**src/cb_pkg.sv**
```systemverilog
// Core bus types

package cb_pkg;
  localparam int CB_AW = 32;
  localparam int CB_DW = 32;

  // Master to slave, held until ack
  typedef struct packed {
    logic             req;
    logic             we;
    logic [CB_AW-1:0] addr;
    logic [CB_DW-1:0] wdata;
  } s_cb_mosi_t;

  // Slave to master, ack is a single-cycle pulse
  typedef struct packed {
    logic             ack;
    logic [CB_DW-1:0] rdata;
  } s_cb_miso_t;
endpackage

```
**src/nox_pkg.sv**
```systemverilog
// Core types for the RV32I pipeline

package nox_pkg;
  localparam int XLEN    = 32;
  localparam int NR_REGS = 32;

  typedef logic [XLEN-1:0] pc_t;
  typedef logic [XLEN-1:0] rdata_t;
  typedef logic [31:0]     instr_raw_t;
  typedef logic [4:0]      raddr_t;

  // RV32I major opcodes in use
  typedef enum logic [6:0] {
    OP     = 7'b0110011,
    OP_IMM = 7'b0010011,
    LUI    = 7'b0110111,
    LOAD   = 7'b0000011,
    STORE  = 7'b0100011,
    BRANCH = 7'b1100011,
    JAL    = 7'b1101111
  } opcode_t;

  typedef enum logic [2:0] {
    ALU_ADD,
    ALU_SUB,
    ALU_AND,
    ALU_OR,
    ALU_XOR,
    ALU_SLT
  } alu_op_t;

  // Decode to execute
  typedef struct packed {
    logic    valid;
    pc_t     pc;
    raddr_t  rd;
    logic    rd_we;
    alu_op_t alu_op;
    rdata_t  imm;
    logic    use_imm;
    logic    is_load;
    logic    is_store;
    logic    is_branch;
    logic    is_jal;
    logic    br_ne;
  } s_id_ex_t;

  // Execute to write-back
  typedef struct packed {
    logic   valid;
    raddr_t rd;
    logic   rd_we;
    rdata_t result;
    logic   is_load;
  } s_ex_mem_wb_t;

  typedef struct packed {
    logic   valid;
    logic   is_store;
    rdata_t addr;
    rdata_t wdata;
  } s_lsu_op_t;

  // Register file write port, also clears the scoreboard
  typedef struct packed {
    logic   we;
    raddr_t rd;
    rdata_t rd_data;
  } s_wb_t;
endpackage

```
**src/decode.sv**
```systemverilog
// Decode stage with register file and scoreboard
`timescale 1ns/1ps

module decode (
  input  logic                clk,
  input  logic                rst_n_i,
  input  logic                flush_i,
  input  logic                fetch_valid_i,
  output logic                fetch_ready_o,
  input  nox_pkg::instr_raw_t fetch_instr_i,
  input  nox_pkg::pc_t        fetch_pc_i,
  input  nox_pkg::s_wb_t      wb_dec_i,
  output nox_pkg::s_id_ex_t   id_ex_o,
  output nox_pkg::rdata_t     rs1_data_o,
  output nox_pkg::rdata_t     rs2_data_o,
  input  logic                id_ready_i
);
  import nox_pkg::*;

  rdata_t             regfile [NR_REGS];
  logic [NR_REGS-1:0] busy_ff, busy_clr, busy_next;
  s_id_ex_t           dec, id_ex_ff;
  logic               valid_ff, use_rs1, use_rs2, hazard, issue, alu_ok;
  raddr_t             rs1, rs2;
  rdata_t             rs1_val, rs2_val;
  opcode_t            opcode;
  alu_op_t            alu_f3;
  logic [2:0]         funct3;

  always_comb begin
    opcode = opcode_t'(fetch_instr_i[6:0]);
    funct3 = fetch_instr_i[14:12];
    rs1    = fetch_instr_i[19:15];
    rs2    = fetch_instr_i[24:20];
    alu_ok = 1'b1;
    case (funct3)
      3'b000:  alu_f3 = (opcode == OP && fetch_instr_i[30]) ? ALU_SUB : ALU_ADD;
      3'b010:  alu_f3 = ALU_SLT;
      3'b100:  alu_f3 = ALU_XOR;
      3'b110:  alu_f3 = ALU_OR;
      3'b111:  alu_f3 = ALU_AND;
      default: begin
        alu_f3 = ALU_ADD;
        alu_ok = 1'b0;
      end
    endcase
    dec        = '0;
    dec.valid  = 1'b1;
    dec.pc     = fetch_pc_i;
    dec.rd     = fetch_instr_i[11:7];
    dec.alu_op = ALU_ADD;
    use_rs1    = 1'b0;
    use_rs2    = 1'b0;
    case (opcode)
      OP: begin
        use_rs1    = 1'b1;
        use_rs2    = 1'b1;
        dec.rd_we  = alu_ok;
        dec.alu_op = alu_f3;
      end
      OP_IMM: begin
        use_rs1     = 1'b1;
        dec.rd_we   = alu_ok;
        dec.alu_op  = alu_f3;
        dec.use_imm = 1'b1;
        dec.imm     = {{20{fetch_instr_i[31]}}, fetch_instr_i[31:20]};
      end
      LUI: begin
        // x0 as first operand gives the bare U immediate
        rs1         = '0;
        dec.rd_we   = 1'b1;
        dec.use_imm = 1'b1;
        dec.imm     = {fetch_instr_i[31:12], 12'b0};
      end
      LOAD: begin
        use_rs1     = (funct3 == 3'b010);
        dec.rd_we   = (funct3 == 3'b010);
        dec.is_load = (funct3 == 3'b010);
        dec.use_imm = 1'b1;
        dec.imm     = {{20{fetch_instr_i[31]}}, fetch_instr_i[31:20]};
      end
      STORE: begin
        use_rs1      = (funct3 == 3'b010);
        use_rs2      = (funct3 == 3'b010);
        dec.is_store = (funct3 == 3'b010);
        dec.use_imm  = 1'b1;
        dec.imm      = {{20{fetch_instr_i[31]}}, fetch_instr_i[31:25], fetch_instr_i[11:7]};
      end
      BRANCH: begin
        use_rs1       = (funct3[2:1] == 2'b00);
        use_rs2       = (funct3[2:1] == 2'b00);
        dec.is_branch = (funct3[2:1] == 2'b00);
        dec.br_ne     = funct3[0];
        dec.imm       = {{19{fetch_instr_i[31]}}, fetch_instr_i[31], fetch_instr_i[7],
                         fetch_instr_i[30:25], fetch_instr_i[11:8], 1'b0};
      end
      JAL: begin
        dec.rd_we  = 1'b1;
        dec.is_jal = 1'b1;
        dec.imm    = {{11{fetch_instr_i[31]}}, fetch_instr_i[31], fetch_instr_i[19:12],
                      fetch_instr_i[20], fetch_instr_i[30:21], 1'b0};
      end
      default: ;
    endcase
    if (dec.rd == '0) begin
      dec.rd_we = 1'b0;
    end
  end

  always_comb begin
    // A write-back this cycle already frees its register
    busy_clr = '0;
    if (wb_dec_i.we) begin
      busy_clr[wb_dec_i.rd] = 1'b1;
    end
    hazard = (use_rs1 && busy_ff[rs1] && !busy_clr[rs1]) ||
             (use_rs2 && busy_ff[rs2] && !busy_clr[rs2]) ||
             (dec.rd_we && busy_ff[dec.rd] && !busy_clr[dec.rd]);
    fetch_ready_o = !hazard && !flush_i && !(valid_ff && !id_ready_i);
    issue         = fetch_valid_i && fetch_ready_o;
    rs1_val = (rs1 == '0) ? '0 : busy_clr[rs1] ? wb_dec_i.rd_data : regfile[rs1];
    rs2_val = (rs2 == '0) ? '0 : busy_clr[rs2] ? wb_dec_i.rd_data : regfile[rs2];
    busy_next = busy_ff & ~busy_clr;
    // Killed instruction never reaches write-back
    if (flush_i && valid_ff && id_ex_ff.rd_we) begin
      busy_next[id_ex_ff.rd] = 1'b0;
    end
    if (issue && dec.rd_we) begin
      busy_next[dec.rd] = 1'b1;
    end
    id_ex_o       = id_ex_ff;
    id_ex_o.valid = valid_ff;
  end

  always_ff @(posedge clk or negedge rst_n_i) begin
    if (!rst_n_i) begin
      valid_ff <= 1'b0;
      busy_ff  <= '0;
    end else begin
      busy_ff <= busy_next;
      if (flush_i) begin
        valid_ff <= 1'b0;
      end else if (issue) begin
        valid_ff <= 1'b1;
      end else if (id_ready_i) begin
        valid_ff <= 1'b0;
      end
    end
  end

  always_ff @(posedge clk) begin
    if (wb_dec_i.we) begin
      regfile[wb_dec_i.rd] <= wb_dec_i.rd_data;
    end
    if (issue) begin
      id_ex_ff   <= dec;
      rs1_data_o <= rs1_val;
      rs2_data_o <= rs2_val;
    end
  end
endmodule

```
**src/execute.sv**
```systemverilog
// Execute stage, ALU and branch resolution
`timescale 1ns/1ps

module execute (
  input  logic                  clk,
  input  logic                  rst_n_i,
  input  nox_pkg::s_id_ex_t     id_ex_i,
  input  nox_pkg::rdata_t       rs1_data_i,
  input  nox_pkg::rdata_t       rs2_data_i,
  output logic                  id_ready_o,
  output nox_pkg::s_ex_mem_wb_t ex_mem_wb_o,
  output nox_pkg::s_lsu_op_t    lsu_o,
  input  logic                  lsu_bp_i,
  output logic                  fetch_req_o,
  output nox_pkg::pc_t          fetch_addr_o
);
  import nox_pkg::*;

  s_ex_mem_wb_t out_ff;
  s_lsu_op_t    lsu_ff;
  logic         out_valid_ff, lsu_valid_ff;
  logic         hold, accept, taken;
  rdata_t       op_b, alu_res;
  pc_t          pc_plus4, target;

  always_comb begin
    // Hold while a memory access is issued or outstanding
    hold       = lsu_bp_i || lsu_valid_ff;
    id_ready_o = !hold && !fetch_req_o;
    accept     = id_ex_i.valid && id_ready_o;
    op_b = id_ex_i.use_imm ? id_ex_i.imm : rs2_data_i;
    case (id_ex_i.alu_op)
      ALU_ADD: alu_res = rs1_data_i + op_b;
      ALU_SUB: alu_res = rs1_data_i - op_b;
      ALU_AND: alu_res = rs1_data_i & op_b;
      ALU_OR:  alu_res = rs1_data_i | op_b;
      ALU_XOR: alu_res = rs1_data_i ^ op_b;
      ALU_SLT: alu_res = rdata_t'($signed(rs1_data_i) < $signed(op_b));
      default: alu_res = '0;
    endcase
    pc_plus4 = id_ex_i.pc + 32'd4;
    target   = id_ex_i.pc + id_ex_i.imm;
    taken    = id_ex_i.is_jal ||
               (id_ex_i.is_branch && ((rs1_data_i == rs2_data_i) ^ id_ex_i.br_ne));
    ex_mem_wb_o       = out_ff;
    ex_mem_wb_o.valid = out_valid_ff;
    lsu_o             = lsu_ff;
    lsu_o.valid       = lsu_valid_ff;
  end

  always_ff @(posedge clk or negedge rst_n_i) begin
    if (!rst_n_i) begin
      out_valid_ff <= 1'b0;
      lsu_valid_ff <= 1'b0;
      fetch_req_o  <= 1'b0;
    end else begin
      if (!hold) begin
        out_valid_ff <= accept;
      end
      lsu_valid_ff <= accept && (id_ex_i.is_load || id_ex_i.is_store);
      // Redirect doubles as the decode flush
      fetch_req_o  <= accept && taken;
    end
  end

  always_ff @(posedge clk) begin
    if (accept) begin
      out_ff.valid    <= 1'b1;
      out_ff.rd       <= id_ex_i.rd;
      out_ff.rd_we    <= id_ex_i.rd_we;
      out_ff.result   <= id_ex_i.is_jal ? pc_plus4 : alu_res;
      out_ff.is_load  <= id_ex_i.is_load;
      lsu_ff.valid    <= 1'b1;
      lsu_ff.is_store <= id_ex_i.is_store;
      lsu_ff.addr     <= alu_res;
      lsu_ff.wdata    <= rs2_data_i;
      fetch_addr_o    <= target;
    end
  end
endmodule

```
**src/fetch.sv**
```systemverilog
// Instruction fetch stage
`timescale 1ns/1ps

module fetch (
  input  logic                clk,
  input  logic                rst_n_i,
  output cb_pkg::s_cb_mosi_t  instr_cb_mosi_o,
  input  cb_pkg::s_cb_miso_t  instr_cb_miso_i,
  input  logic                fetch_start_i,
  input  nox_pkg::pc_t        fetch_start_addr_i,
  input  logic                fetch_req_i,
  input  nox_pkg::pc_t        fetch_addr_i,
  output logic                fetch_valid_o,
  input  logic                fetch_ready_i,
  output nox_pkg::instr_raw_t fetch_instr_o,
  output nox_pkg::pc_t        fetch_pc_o
);
  import nox_pkg::*;

  logic       running_ff, busy_ff, discard_ff, hold_valid_ff;
  pc_t        pc_ff, redir_pc_ff, hold_pc_ff;
  instr_raw_t hold_instr_ff;
  logic       req, ack, in_flight;

  always_comb begin
    // Keep requesting once issued, otherwise only when the hold slot frees up
    req       = running_ff && (busy_ff || !hold_valid_ff || fetch_ready_i);
    ack       = req && instr_cb_miso_i.ack;
    in_flight = req && !instr_cb_miso_i.ack;
    instr_cb_mosi_o       = '0;
    instr_cb_mosi_o.req   = req;
    instr_cb_mosi_o.addr  = pc_ff;
    fetch_valid_o = hold_valid_ff;
    fetch_instr_o = hold_instr_ff;
    fetch_pc_o    = hold_pc_ff;
  end

  always_ff @(posedge clk or negedge rst_n_i) begin
    if (!rst_n_i) begin
      running_ff    <= 1'b0;
      busy_ff       <= 1'b0;
      discard_ff    <= 1'b0;
      hold_valid_ff <= 1'b0;
      pc_ff         <= '0;
    end else begin
      busy_ff <= in_flight;
      if (fetch_start_i) begin
        running_ff <= 1'b1;
      end
      if (fetch_req_i) begin
        hold_valid_ff <= 1'b0;
      end else if (ack && !discard_ff) begin
        hold_valid_ff <= 1'b1;
      end else if (hold_valid_ff && fetch_ready_i) begin
        hold_valid_ff <= 1'b0;
      end
      // Response of a killed request is dropped on arrival
      if (fetch_req_i) begin
        discard_ff <= in_flight;
      end else if (ack) begin
        discard_ff <= 1'b0;
      end
      if (fetch_start_i) begin
        pc_ff <= fetch_start_addr_i;
      end else if (fetch_req_i && !in_flight) begin
        pc_ff <= fetch_addr_i;
      end else if (ack) begin
        pc_ff <= discard_ff ? redir_pc_ff : pc_ff + 32'd4;
      end
    end
  end

  always_ff @(posedge clk) begin
    if (fetch_req_i) begin
      redir_pc_ff <= fetch_addr_i;
    end
    if (ack && !discard_ff) begin
      hold_instr_ff <= instr_cb_miso_i.rdata;
      hold_pc_ff    <= pc_ff;
    end
  end
endmodule

```
**src/lsu.sv**
```systemverilog
// Load-store unit, data bus master
`timescale 1ns/1ps

module lsu (
  input  logic               clk,
  input  logic               rst_n_i,
  input  nox_pkg::s_lsu_op_t lsu_i,
  output logic               lsu_bp_o,
  output logic               lsu_done_o,
  output nox_pkg::rdata_t    lsu_rd_data_o,
  output cb_pkg::s_cb_mosi_t data_cb_mosi_o,
  input  cb_pkg::s_cb_miso_t data_cb_miso_i
);
  import nox_pkg::*;

  s_lsu_op_t op_ff, cur_op;
  logic      pending_ff, req, ack;

  always_comb begin
    // New op goes straight out, a pending one comes from the register
    cur_op = pending_ff ? op_ff : lsu_i;
    req    = pending_ff || lsu_i.valid;
    ack    = req && data_cb_miso_i.ack;
    data_cb_mosi_o.req   = req;
    data_cb_mosi_o.we    = cur_op.is_store;
    data_cb_mosi_o.addr  = cur_op.addr;
    data_cb_mosi_o.wdata = cur_op.wdata;
    lsu_bp_o      = pending_ff;
    lsu_done_o    = ack && !cur_op.is_store;
    lsu_rd_data_o = data_cb_miso_i.rdata;
  end

  always_ff @(posedge clk or negedge rst_n_i) begin
    if (!rst_n_i) begin
      pending_ff <= 1'b0;
    end else if (ack) begin
      pending_ff <= 1'b0;
    end else if (lsu_i.valid) begin
      pending_ff <= 1'b1;
    end
  end

  always_ff @(posedge clk) begin
    if (lsu_i.valid && !pending_ff) begin
      op_ff <= lsu_i;
    end
  end
endmodule

```
**src/nox.sv**
```systemverilog
// RV32I five-stage core
`timescale 1ns/1ps

module nox (
  input  logic               clk,
  input  logic               rst_n_i,
  input  logic               start_fetch_i,
  input  nox_pkg::pc_t       start_addr_i,
  output cb_pkg::s_cb_mosi_t instr_cb_mosi_o,
  input  cb_pkg::s_cb_miso_t instr_cb_miso_i,
  output cb_pkg::s_cb_mosi_t lsu_cb_mosi_o,
  input  cb_pkg::s_cb_miso_t lsu_cb_miso_i
);
  import nox_pkg::*;

  logic         fetch_valid, fetch_ready, fetch_req;
  instr_raw_t   fetch_instr;
  pc_t          fetch_pc, fetch_addr;
  s_wb_t        wb_dec;
  s_id_ex_t     id_ex;
  rdata_t       rs1_data, rs2_data, lsu_rd_data;
  logic         id_ready, lsu_bp, lsu_done;
  s_ex_mem_wb_t ex_mem_wb;
  s_lsu_op_t    lsu_op;

  fetch u_fetch (
    .clk                (clk),
    .rst_n_i            (rst_n_i),
    .instr_cb_mosi_o    (instr_cb_mosi_o),
    .instr_cb_miso_i    (instr_cb_miso_i),
    .fetch_start_i      (start_fetch_i),
    .fetch_start_addr_i (start_addr_i),
    .fetch_req_i        (fetch_req),
    .fetch_addr_i       (fetch_addr),
    .fetch_valid_o      (fetch_valid),
    .fetch_ready_i      (fetch_ready),
    .fetch_instr_o      (fetch_instr),
    .fetch_pc_o         (fetch_pc)
  );

  decode u_decode (
    .clk                (clk),
    .rst_n_i            (rst_n_i),
    .flush_i            (fetch_req),
    .fetch_valid_i      (fetch_valid),
    .fetch_ready_o      (fetch_ready),
    .fetch_instr_i      (fetch_instr),
    .fetch_pc_i         (fetch_pc),
    .wb_dec_i           (wb_dec),
    .id_ex_o            (id_ex),
    .rs1_data_o         (rs1_data),
    .rs2_data_o         (rs2_data),
    .id_ready_i         (id_ready)
  );

  execute u_execute (
    .clk                (clk),
    .rst_n_i            (rst_n_i),
    .id_ex_i            (id_ex),
    .rs1_data_i         (rs1_data),
    .rs2_data_i         (rs2_data),
    .id_ready_o         (id_ready),
    .ex_mem_wb_o        (ex_mem_wb),
    .lsu_o              (lsu_op),
    .lsu_bp_i           (lsu_bp),
    .fetch_req_o        (fetch_req),
    .fetch_addr_o       (fetch_addr)
  );

  lsu u_lsu (
    .clk                (clk),
    .rst_n_i            (rst_n_i),
    .lsu_i              (lsu_op),
    .lsu_bp_o           (lsu_bp),
    .lsu_done_o         (lsu_done),
    .lsu_rd_data_o      (lsu_rd_data),
    .data_cb_mosi_o     (lsu_cb_mosi_o),
    .data_cb_miso_i     (lsu_cb_miso_i)
  );

  wb u_wb (
    .ex_mem_wb_i        (ex_mem_wb),
    .lsu_done_i         (lsu_done),
    .lsu_rd_data_i      (lsu_rd_data),
    .wb_dec_o           (wb_dec)
  );
endmodule

```
**src/wb.sv**
```systemverilog
// Write-back select
`timescale 1ns/1ps

module wb (
  input  nox_pkg::s_ex_mem_wb_t ex_mem_wb_i,
  input  logic                  lsu_done_i,
  input  nox_pkg::rdata_t       lsu_rd_data_i,
  output nox_pkg::s_wb_t        wb_dec_o
);
  logic wr_en;

  always_comb begin
    wr_en = 1'b0;
    if (ex_mem_wb_i.valid && ex_mem_wb_i.rd_we) begin
      // Loads wait for the data bus ack
      wr_en = ex_mem_wb_i.is_load ? lsu_done_i : 1'b1;
    end
    wb_dec_o.we      = wr_en && (ex_mem_wb_i.rd != '0);
    wb_dec_o.rd      = ex_mem_wb_i.rd;
    wb_dec_o.rd_data = ex_mem_wb_i.is_load ? lsu_rd_data_i : ex_mem_wb_i.result;
  end
endmodule
```
**config.mk**
```make
export PLATFORM = sky130hd
export DESIGN_NAME = nox
export DESIGN_NICKNAME = d
export VERILOG_FILES = /design/src/cb_pkg.sv /design/src/nox_pkg.sv /design/src/decode.sv /design/src/execute.sv /design/src/fetch.sv /design/src/lsu.sv /design/src/nox.sv /design/src/wb.sv
export SDC_FILE = /design/constraint.sdc
export NUM_CORES = 2
export LEC_CHECK = 0
export ABC_CLOCK_PERIOD_IN_PS = 21200
export BUFFER_PORTS_ARGS = -buffer_cell sky130_fd_sc_hd__buf_2
export CAP_MARGIN = 20
export CELL_PAD_IN_SITES_DETAIL_PLACEMENT = 1
export CELL_PAD_IN_SITES_GLOBAL_PLACEMENT = 2
export CORE_MARGIN = 1
export CORE_UTILIZATION = 51
export CTS_BUF_LIST = sky130_fd_sc_hd__clkbuf_2 sky130_fd_sc_hd__clkbuf_4 sky130_fd_sc_hd__clkbuf_8
export DETAILED_ROUTE_END_ITERATION = 16
export PLACE_DENSITY_LB_ADDON = 0.3
export SLEW_MARGIN = 25
export SYNTH_ARGS = -nofsm -noshare
export SYNTH_HDL_FRONTEND = slang
export SYNTH_SLANG_ARGS = --single-unit
export TNS_END_PERCENT = 20
```
**constraint.sdc**
```tcl
create_clock -name clk -period 21.2 [get_ports clk]
set_clock_uncertainty 0.1 [all_clocks]
set_input_delay 3.18 -clock clk [delete_from_list [all_inputs] [get_ports clk]]
set_output_delay 3.18 -clock clk [all_outputs]
set_load 0.01 [all_outputs]
```
After elaboration in Yosys (flattened, before gate mapping)
Memory sizes are Yosys's and may differ from the RTL's. A register that Yosys moved wholly into a read port is not among the register bits.
Cells that the tools add are included.
{"block": "totals", "mem_bits_rw": 1024, "input_bits": 101, "memories": 1, "register_bits": 449}
{"block": "classes", "n_reduce_logical": 71, "n_eq_ne": 17, "n_bitwise": 9, "n_addsub": 5, "n_mux": 55, "n_lt_le_gt_ge": 9}
{"name": "u_decode.regfile", "words": 32, "word_bits": 32, "read_ports": 2, "rd_clocked_by_memory_dff": 2, "wr": 1, "line": "decode.sv:20", "source": "rdata_t regfile [NR_REGS];"}
{"operator": "32-bit 2-to-1 mux", "n": 10}
{"operator": "32-bit case mux with 6 select lines", "n": 1}
{"operator": "32-bit case mux with 5 select lines", "n": 1}
{"operator": "32-bit AND", "n": 3}
{"operator": "65-bit 2-to-1 mux", "n": 1}
{"operator": "32-bit by 3-bit adder with 32-bit output (second input constant)", "n": 2}
{"operator": "32-bit adder", "n": 2}
{"operator": "32-bit inverter", "n": 2}
{"operator": "32-bit bitwise OR", "n": 2}
{"operator": "32-bit == test", "n": 1}
{"operator": "1-bit logical AND", "n": 32}
{"operator": "32-bit less-than comparator", "n": 1}
{"operator": "32-bit subtractor", "n": 1}
{"operator": "32-bit bitwise XOR", "n": 1}
{"operator": "1-bit binary-select mux with 5-bit select", "n": 6}
{"operator": "5-bit by 6-bit less-than comparator with 1-bit output (second input constant)", "n": 5}
{"operator": "1-bit 2-to-1 mux", "n": 28}
{"operator": "7-bit by 6-bit == test with 1-bit output (second input constant)", "n": 3}
{"operator": "1-bit demux with 5-bit select", "n": 3}
{"operator": "3-bit == test (second input constant)", "n": 5}
{"operator": "5-bit by 1-bit >= comparator with 1-bit output (second input constant)", "n": 3}
{"operator": "5-bit logical NOT", "n": 3}
{"operator": "3-bit case mux with 5 select lines", "n": 1}
{"operator": "7-bit == test (second input constant)", "n": 2}
{"operator": "17 further kinds", "n": 47}

Longest topological paths before layout
{"block": "depth", "word_depth": 23, "ltp_mapped": 17, "ltp_nobuf": 15}

Hierarchy
A second synthesis with hierarchy kept.
{"block": "unflattened", "cells_unflattened": 5542, "hier_area_um2": 79388.6}
{"mod": "decode", "seq_area_each_um2": 35869.4, "area_each_um2": 57024.7, "cells_each": 3382, "n_inst": 1}
{"mod": "execute", "seq_area_each_um2": 4159.0, "area_each_um2": 12657.1, "cells_each": 1420, "n_inst": 1}
{"mod": "fetch", "seq_area_each_um2": 3783.6, "area_each_um2": 6132.1, "cells_each": 518, "n_inst": 1}
{"mod": "lsu", "seq_area_each_um2": 1976.9, "area_each_um2": 3131.8, "cells_each": 178, "n_inst": 1}
{"mod": "wb", "seq_area_each_um2": 0.0, "area_each_um2": 442.9, "cells_each": 44, "n_inst": 1}

Worst setup path before layout
OpenSTA, ideal clock, no wires.
{"block": "synth_timing", "path_kind": "input to register", "from": "input lsu_cb_miso_i[32] (netlist name)", "to": "register u_decode.busy_ff[14]", "stages": 12, "path_slack_ns": 10.044, "setup_ns": 0.105, "arrival_time_ns": 10.951, "n_path_buf": 1, "cell_sequence": "nor2b_1 nor2_1 nand4_2 nor2_1 nand2_1 o31ai_1 o41ai_2 nor2_1 and2_1 clkbuf_1 nand4_1 o22ai_1"}
{"block": "synth_via", "elab_chain_len": 18}
{"element": "start, declared", "line": "nox.sv:12", "source": "input cb_pkg::s_cb_miso_t lsu_cb_miso_i"}
{"element": "1-bit logical AND *", "line": "lsu.sv:23", "source": "ack = req && data_cb_miso_i.ack;"}
{"element": "1-bit logical AND *", "line": "lsu.sv:29", "source": "lsu_done_o = ack && !cur_op.is_store;"}
{"element": "1-bit 2-to-1 mux *", "line": "wb.sv:16", "source": "wr_en = ex_mem_wb_i.is_load ? lsu_done_i : 1'b1;"}
{"element": "1-bit 2-to-1 mux *", "line": "wb.sv:14", "source": "if (ex_mem_wb_i.valid && ex_mem_wb_i.rd_we) begin"}
{"element": "1-bit logical AND *", "line": "wb.sv:18", "source": "wb_dec_o.we = wr_en && (ex_mem_wb_i.rd != '0);"}
{"element": "32-bit 2-to-1 mux *", "line": "decode.sv:113", "source": "if (wb_dec_i.we) begin"}
{"element": "1-bit binary-select mux with 5-bit select (on tied branches)", "line": "decode.sv:116, decode.sv:117"}
{"element": "1-bit 2-to-1 mux (on tied branches)", "line": "decode.sv:116, decode.sv:117"}
{"element": "[... 3 more ...]"}
{"element": "1-bit logical OR *", "line": "decode.sv:117", "source": "(use_rs2 && busy_ff[rs2] && !busy_clr[rs2]) ||"}
{"element": "1-bit logical NOT *", "line": "decode.sv:119", "source": "fetch_ready_o = !hazard && !flush_i && !(valid_ff && !id_ready_i);"}
{"element": "1-bit logical AND * (2 in a row)", "line": "decode.sv:119"}
{"element": "1-bit logical AND *", "line": "decode.sv:120", "source": "issue = fetch_valid_i && fetch_ready_o;"}
{"element": "net u_decode.issue", "line": "decode.sv:23", "source": "logic valid_ff, use_rs1, use_rs2, hazard, issue, alu_ok;"}
{"element": "1-bit logical AND *", "line": "decode.sv:128", "source": "if (issue && dec.rd_we) begin"}
{"element": "32-bit 2-to-1 mux *", "line": "decode.sv:128"}
{"element": "net u_decode.busy_next[14]", "line": "decode.sv:21", "source": "logic [NR_REGS-1:0] busy_ff, busy_clr, busy_next;"}
{"element": "end signal, assigned", "line": "decode.sv:140", "source": "busy_ff <= busy_next;"}
{"element": "end, declared", "line": "decode.sv:21"}
The timed path passes the listed nets; every way through them passes the cells marked *. The select of a mux whose other input is x is not followed.
A chain may end at the register's enable or synchronous reset.

==> run summary <==
Clk_lat worst skew - 1050 ps
# DRC - 0
Initial antenna violation count - 8
CTS Root Cell - clkbuf_8
Relative max-transition margin - 18.7%
First-pass GRT wire length - 386,000 um
H-tree depth - 5
Final WL - 272,000 um
Leakage - 29.2 nW
Final Cycle Share - 48.1%
Largest net degree at the start of global routing - 127
Pwr Density - 152 nW/um^2
Vias/cell - 6.90
FMAX - 98.1 MHz
Commonest non-fill, non-tap cell in the layout - edfxtp_1
DR iter-0 viols - 6,447
Die area - 153,000 sq um
#FFs+latches synth - 1,537
Critical path startpoint category - primary input
Slew Viols, Final - 0
Most used DFF post-synth - edfxtp_1
Layout cell share with drive strength beyond 1 - 26.0%
CTS Sinks - 1,537
Run status - finished clean
Number of buffers created by CTS - 278
Crit path DAT - 6920 ps
First-pass detailed-route iteration total - 8
WHS Path Cells - 0
CTS Hold Bufs - 0
Register area - 45,800 sq um
Slowest stage cell, crit path - or4_1
CTS tree - done
Hold_ws - 297 ps
CP Depth - 12
Nets - 5,783
Hold crit path type - flip-flop to flip-flop
Grt total ovfl - 0
Fillers - 14,200
Register area share after synthesis - 59.3%
Port Buffers - 199
CP max stage delay - 610 ps
Crit Path Max Fanout - 35
CTS max path bufs - 4
Hpwl dp - 168,000 um
GP Congestion - 0.912
Row count - 142
VDD IR-drop max - 0.0835 mV
Most frequent cells in the layout - edfxtp_1, mux4_2, nand2_1
Top delay family on crit path - simple AND/OR/NAND/NOR gates
Postcts setup bufs - 0
CP Data Required Time - 17,920 ps
Mapped cell area - 77,300 sq um
Number of synthesized flops with an enable pin - 1,464
Initial core utilization - 51.5%
Die H - 391 um
Setup repair after global routing missed its margin - no
Average size of a mapped cell - 14.5 sq um
Cell variety after synth - 93
Number of buffers and inverters on the critical path - 3
Worst reg2reg path depth - 15
Ys Warns - 0
Routed via count - 53,500
Post-route ant nets - 0
I/O pins - 233
Vias in the first global route - 54,800
Core ar. - 150,000 sq um
Multi-input logic area - 29,800 sq um
Max_cap viols - 0
Area growth from synthesis to layout - 10.9%
Asr flop ratio synth - 4.75%
Worst Setup End Kind - output port
DIE WIDTH - 391 um
Clock slew at reported path FFs - 70 ps
DR WL/cell - 35.0 um
Worst slew pin tran - 1210 ps
Setup TNS - 0 ps
Most used cell, CP - buf_2
Final setup viols - 0
Final hold viol count - 0
GR Util All Layers - 35.3%
Post_cts resized - 0
Tmin final - 10,200 ps
Crit Path Category - primary input to output port
Cells after Synth - 5,322
Crit-path cells - buf_2 -> nor2b_1 -> nor2_1 -> nand4_2 -> or2_2 -> a21oi_1 -> o21ai_1 -> or4_1 -> o21ai_2 -> o21a_2 -> buf_4 -> buf_2
## worst reg2reg max path: cells and delay by family (launching register included)
family / cells / cell delay (ps)
and+or+nand+nor: 5 / 1750
DFF: 1 / 320
buffers and inverters: 4 / 2540
AOI/OAI and AO/OA: 6 / 1230
## metal layers
| metal | up-vias | track usage, % | wire (um) |
|---|---|---|---|
| met3 | 723 | 7.96 | 26900 |
| li1 | 21900 | - | - |
| met4 | 2 | 18.5 | 15000 |
| met1 | 27700 | 44.3 | 99400 |
| met5 | - | 0 | 13 |
| met2 | 3178 | 57.1 | 130000 |
## path summary, 6_finish.rpt
kind                                           startpoint                        end  slack [ps]
worst max register to register  u_fetch.fetch_instr_o[21]  u_fetch.fetch_instr_o[20]       14780
max in group asynchronous                         rst_n_i             u_lsu.lsu_bp_o       17800
worst max-delay path                    lsu_cb_miso_i[32]        instr_cb_mosi_o[65]       11000
min in group asynchronous                         rst_n_i          u_fetch.pc_ff[20]        1920
worst min register to register        u_execute.lsu_o[44]            u_lsu.op_ff[44]         300
worst min-delay path                  u_execute.lsu_o[44]            u_lsu.op_ff[44]         300
## cells by family after synthesis
family	after synthesis	share of synthesized area (%)
flops	1537	59.3
compound gates	1214	11.3
simple gates	990	6.04
mux	752	16.6
buf+inv	550	2.92
xor+xnor	145	1.64
fa+ha+maj	133	2.18
other cells	1	0.00485
## cell usage after synthesis (all sizes together), types with 30 or more instances
library cell / instances / area [sq um]
clkbuf: 301 / 1130
o22ai: 79 / 494
buf: 124 / 656
nand2: 306 / 1150
inv: 123 / 462
xor2: 43 / 377
a211o: 35 / 307
a222oi: 129 / 1290
nor3: 101 / 505
xnor2: 102 / 893
ha: 130 / 1630
a221oi: 139 / 1220
a21o: 48 / 360
dfrtp: 73 / 1830
nand4: 30 / 194
and3: 30 / 188
nand3: 73 / 365
o211a: 36 / 360
a21oi: 216 / 1080
o21ai: 269 / 1350
edfxtp: 1464 / 44000
o22a: 33 / 289
mux2: 273 / 3090
mux4: 398 / 8960
or3: 50 / 313
nand2b: 38 / 245
nor2: 252 / 948
mux2i: 81 / 811
## stage by stage
stage	utilization (%)	instances	power, W	instance area [sq um]	setup WS [ps]
6_report	57.1	7750	0.0130	85700	11000
5_1_grt	57.1	7749	0.0135	85700	10810
4_1_cts	57.1	7748	0.0130	85700	11030
3_5_place_dp	53.6	7285	0.0102	80500	11030
3_3_place_gp	53.6	7285	0.0101	80500	11060
2_1_floorplan	-	5386	0.00824	77500	10040
## sequential cells by signal (all words and copies together), names as in the netlist, 32 cells and up
| name | count |
|---|---|
| u_decode.busy_ff | 32 |
| u_decode.id_ex_o | 79 |
| u_decode.regfile | 1024 |
| u_decode.rs1_data_o | 32 |
| u_decode.rs2_data_o | 32 |
| u_execute.ex_mem_wb_o | 39 |
| u_execute.fetch_addr_o | 32 |
| u_execute.lsu_o | 65 |
| u_fetch.fetch_instr_o | 32 |
| u_fetch.fetch_pc_o | 32 |
| u_fetch.pc_ff | 32 |
| u_fetch.redir_pc_ff | 32 |
| u_lsu.op_ff | 65 |
## final cells by class
| class | instances | area share, % |
|---|---|---|
| Multi-Input combinational cell | 3299 | 34.8 |
| Tap cell | 2016 | 2.94 |
| Clock buffer | 366 | 5.33 |
| Clock inverter | 97 | 0.790 |
| Sequential cell | 1537 | 53.4 |
| Inverter | 125 | 0.549 |
| Timing Repair Buffer | 308 | 2.15 |
| Antenna cell | 2 | 0.00584 |
## power breakdown
group / switching (W) / internal [W] / leakage, nW
registers: 0.000585 / 0.00438 / 14.2
clock network: 0.00125 / 0.00151 / 2.78
logic: 0.00343 / 0.00188 / 12.2
Power figures use the tool's default switching activity.
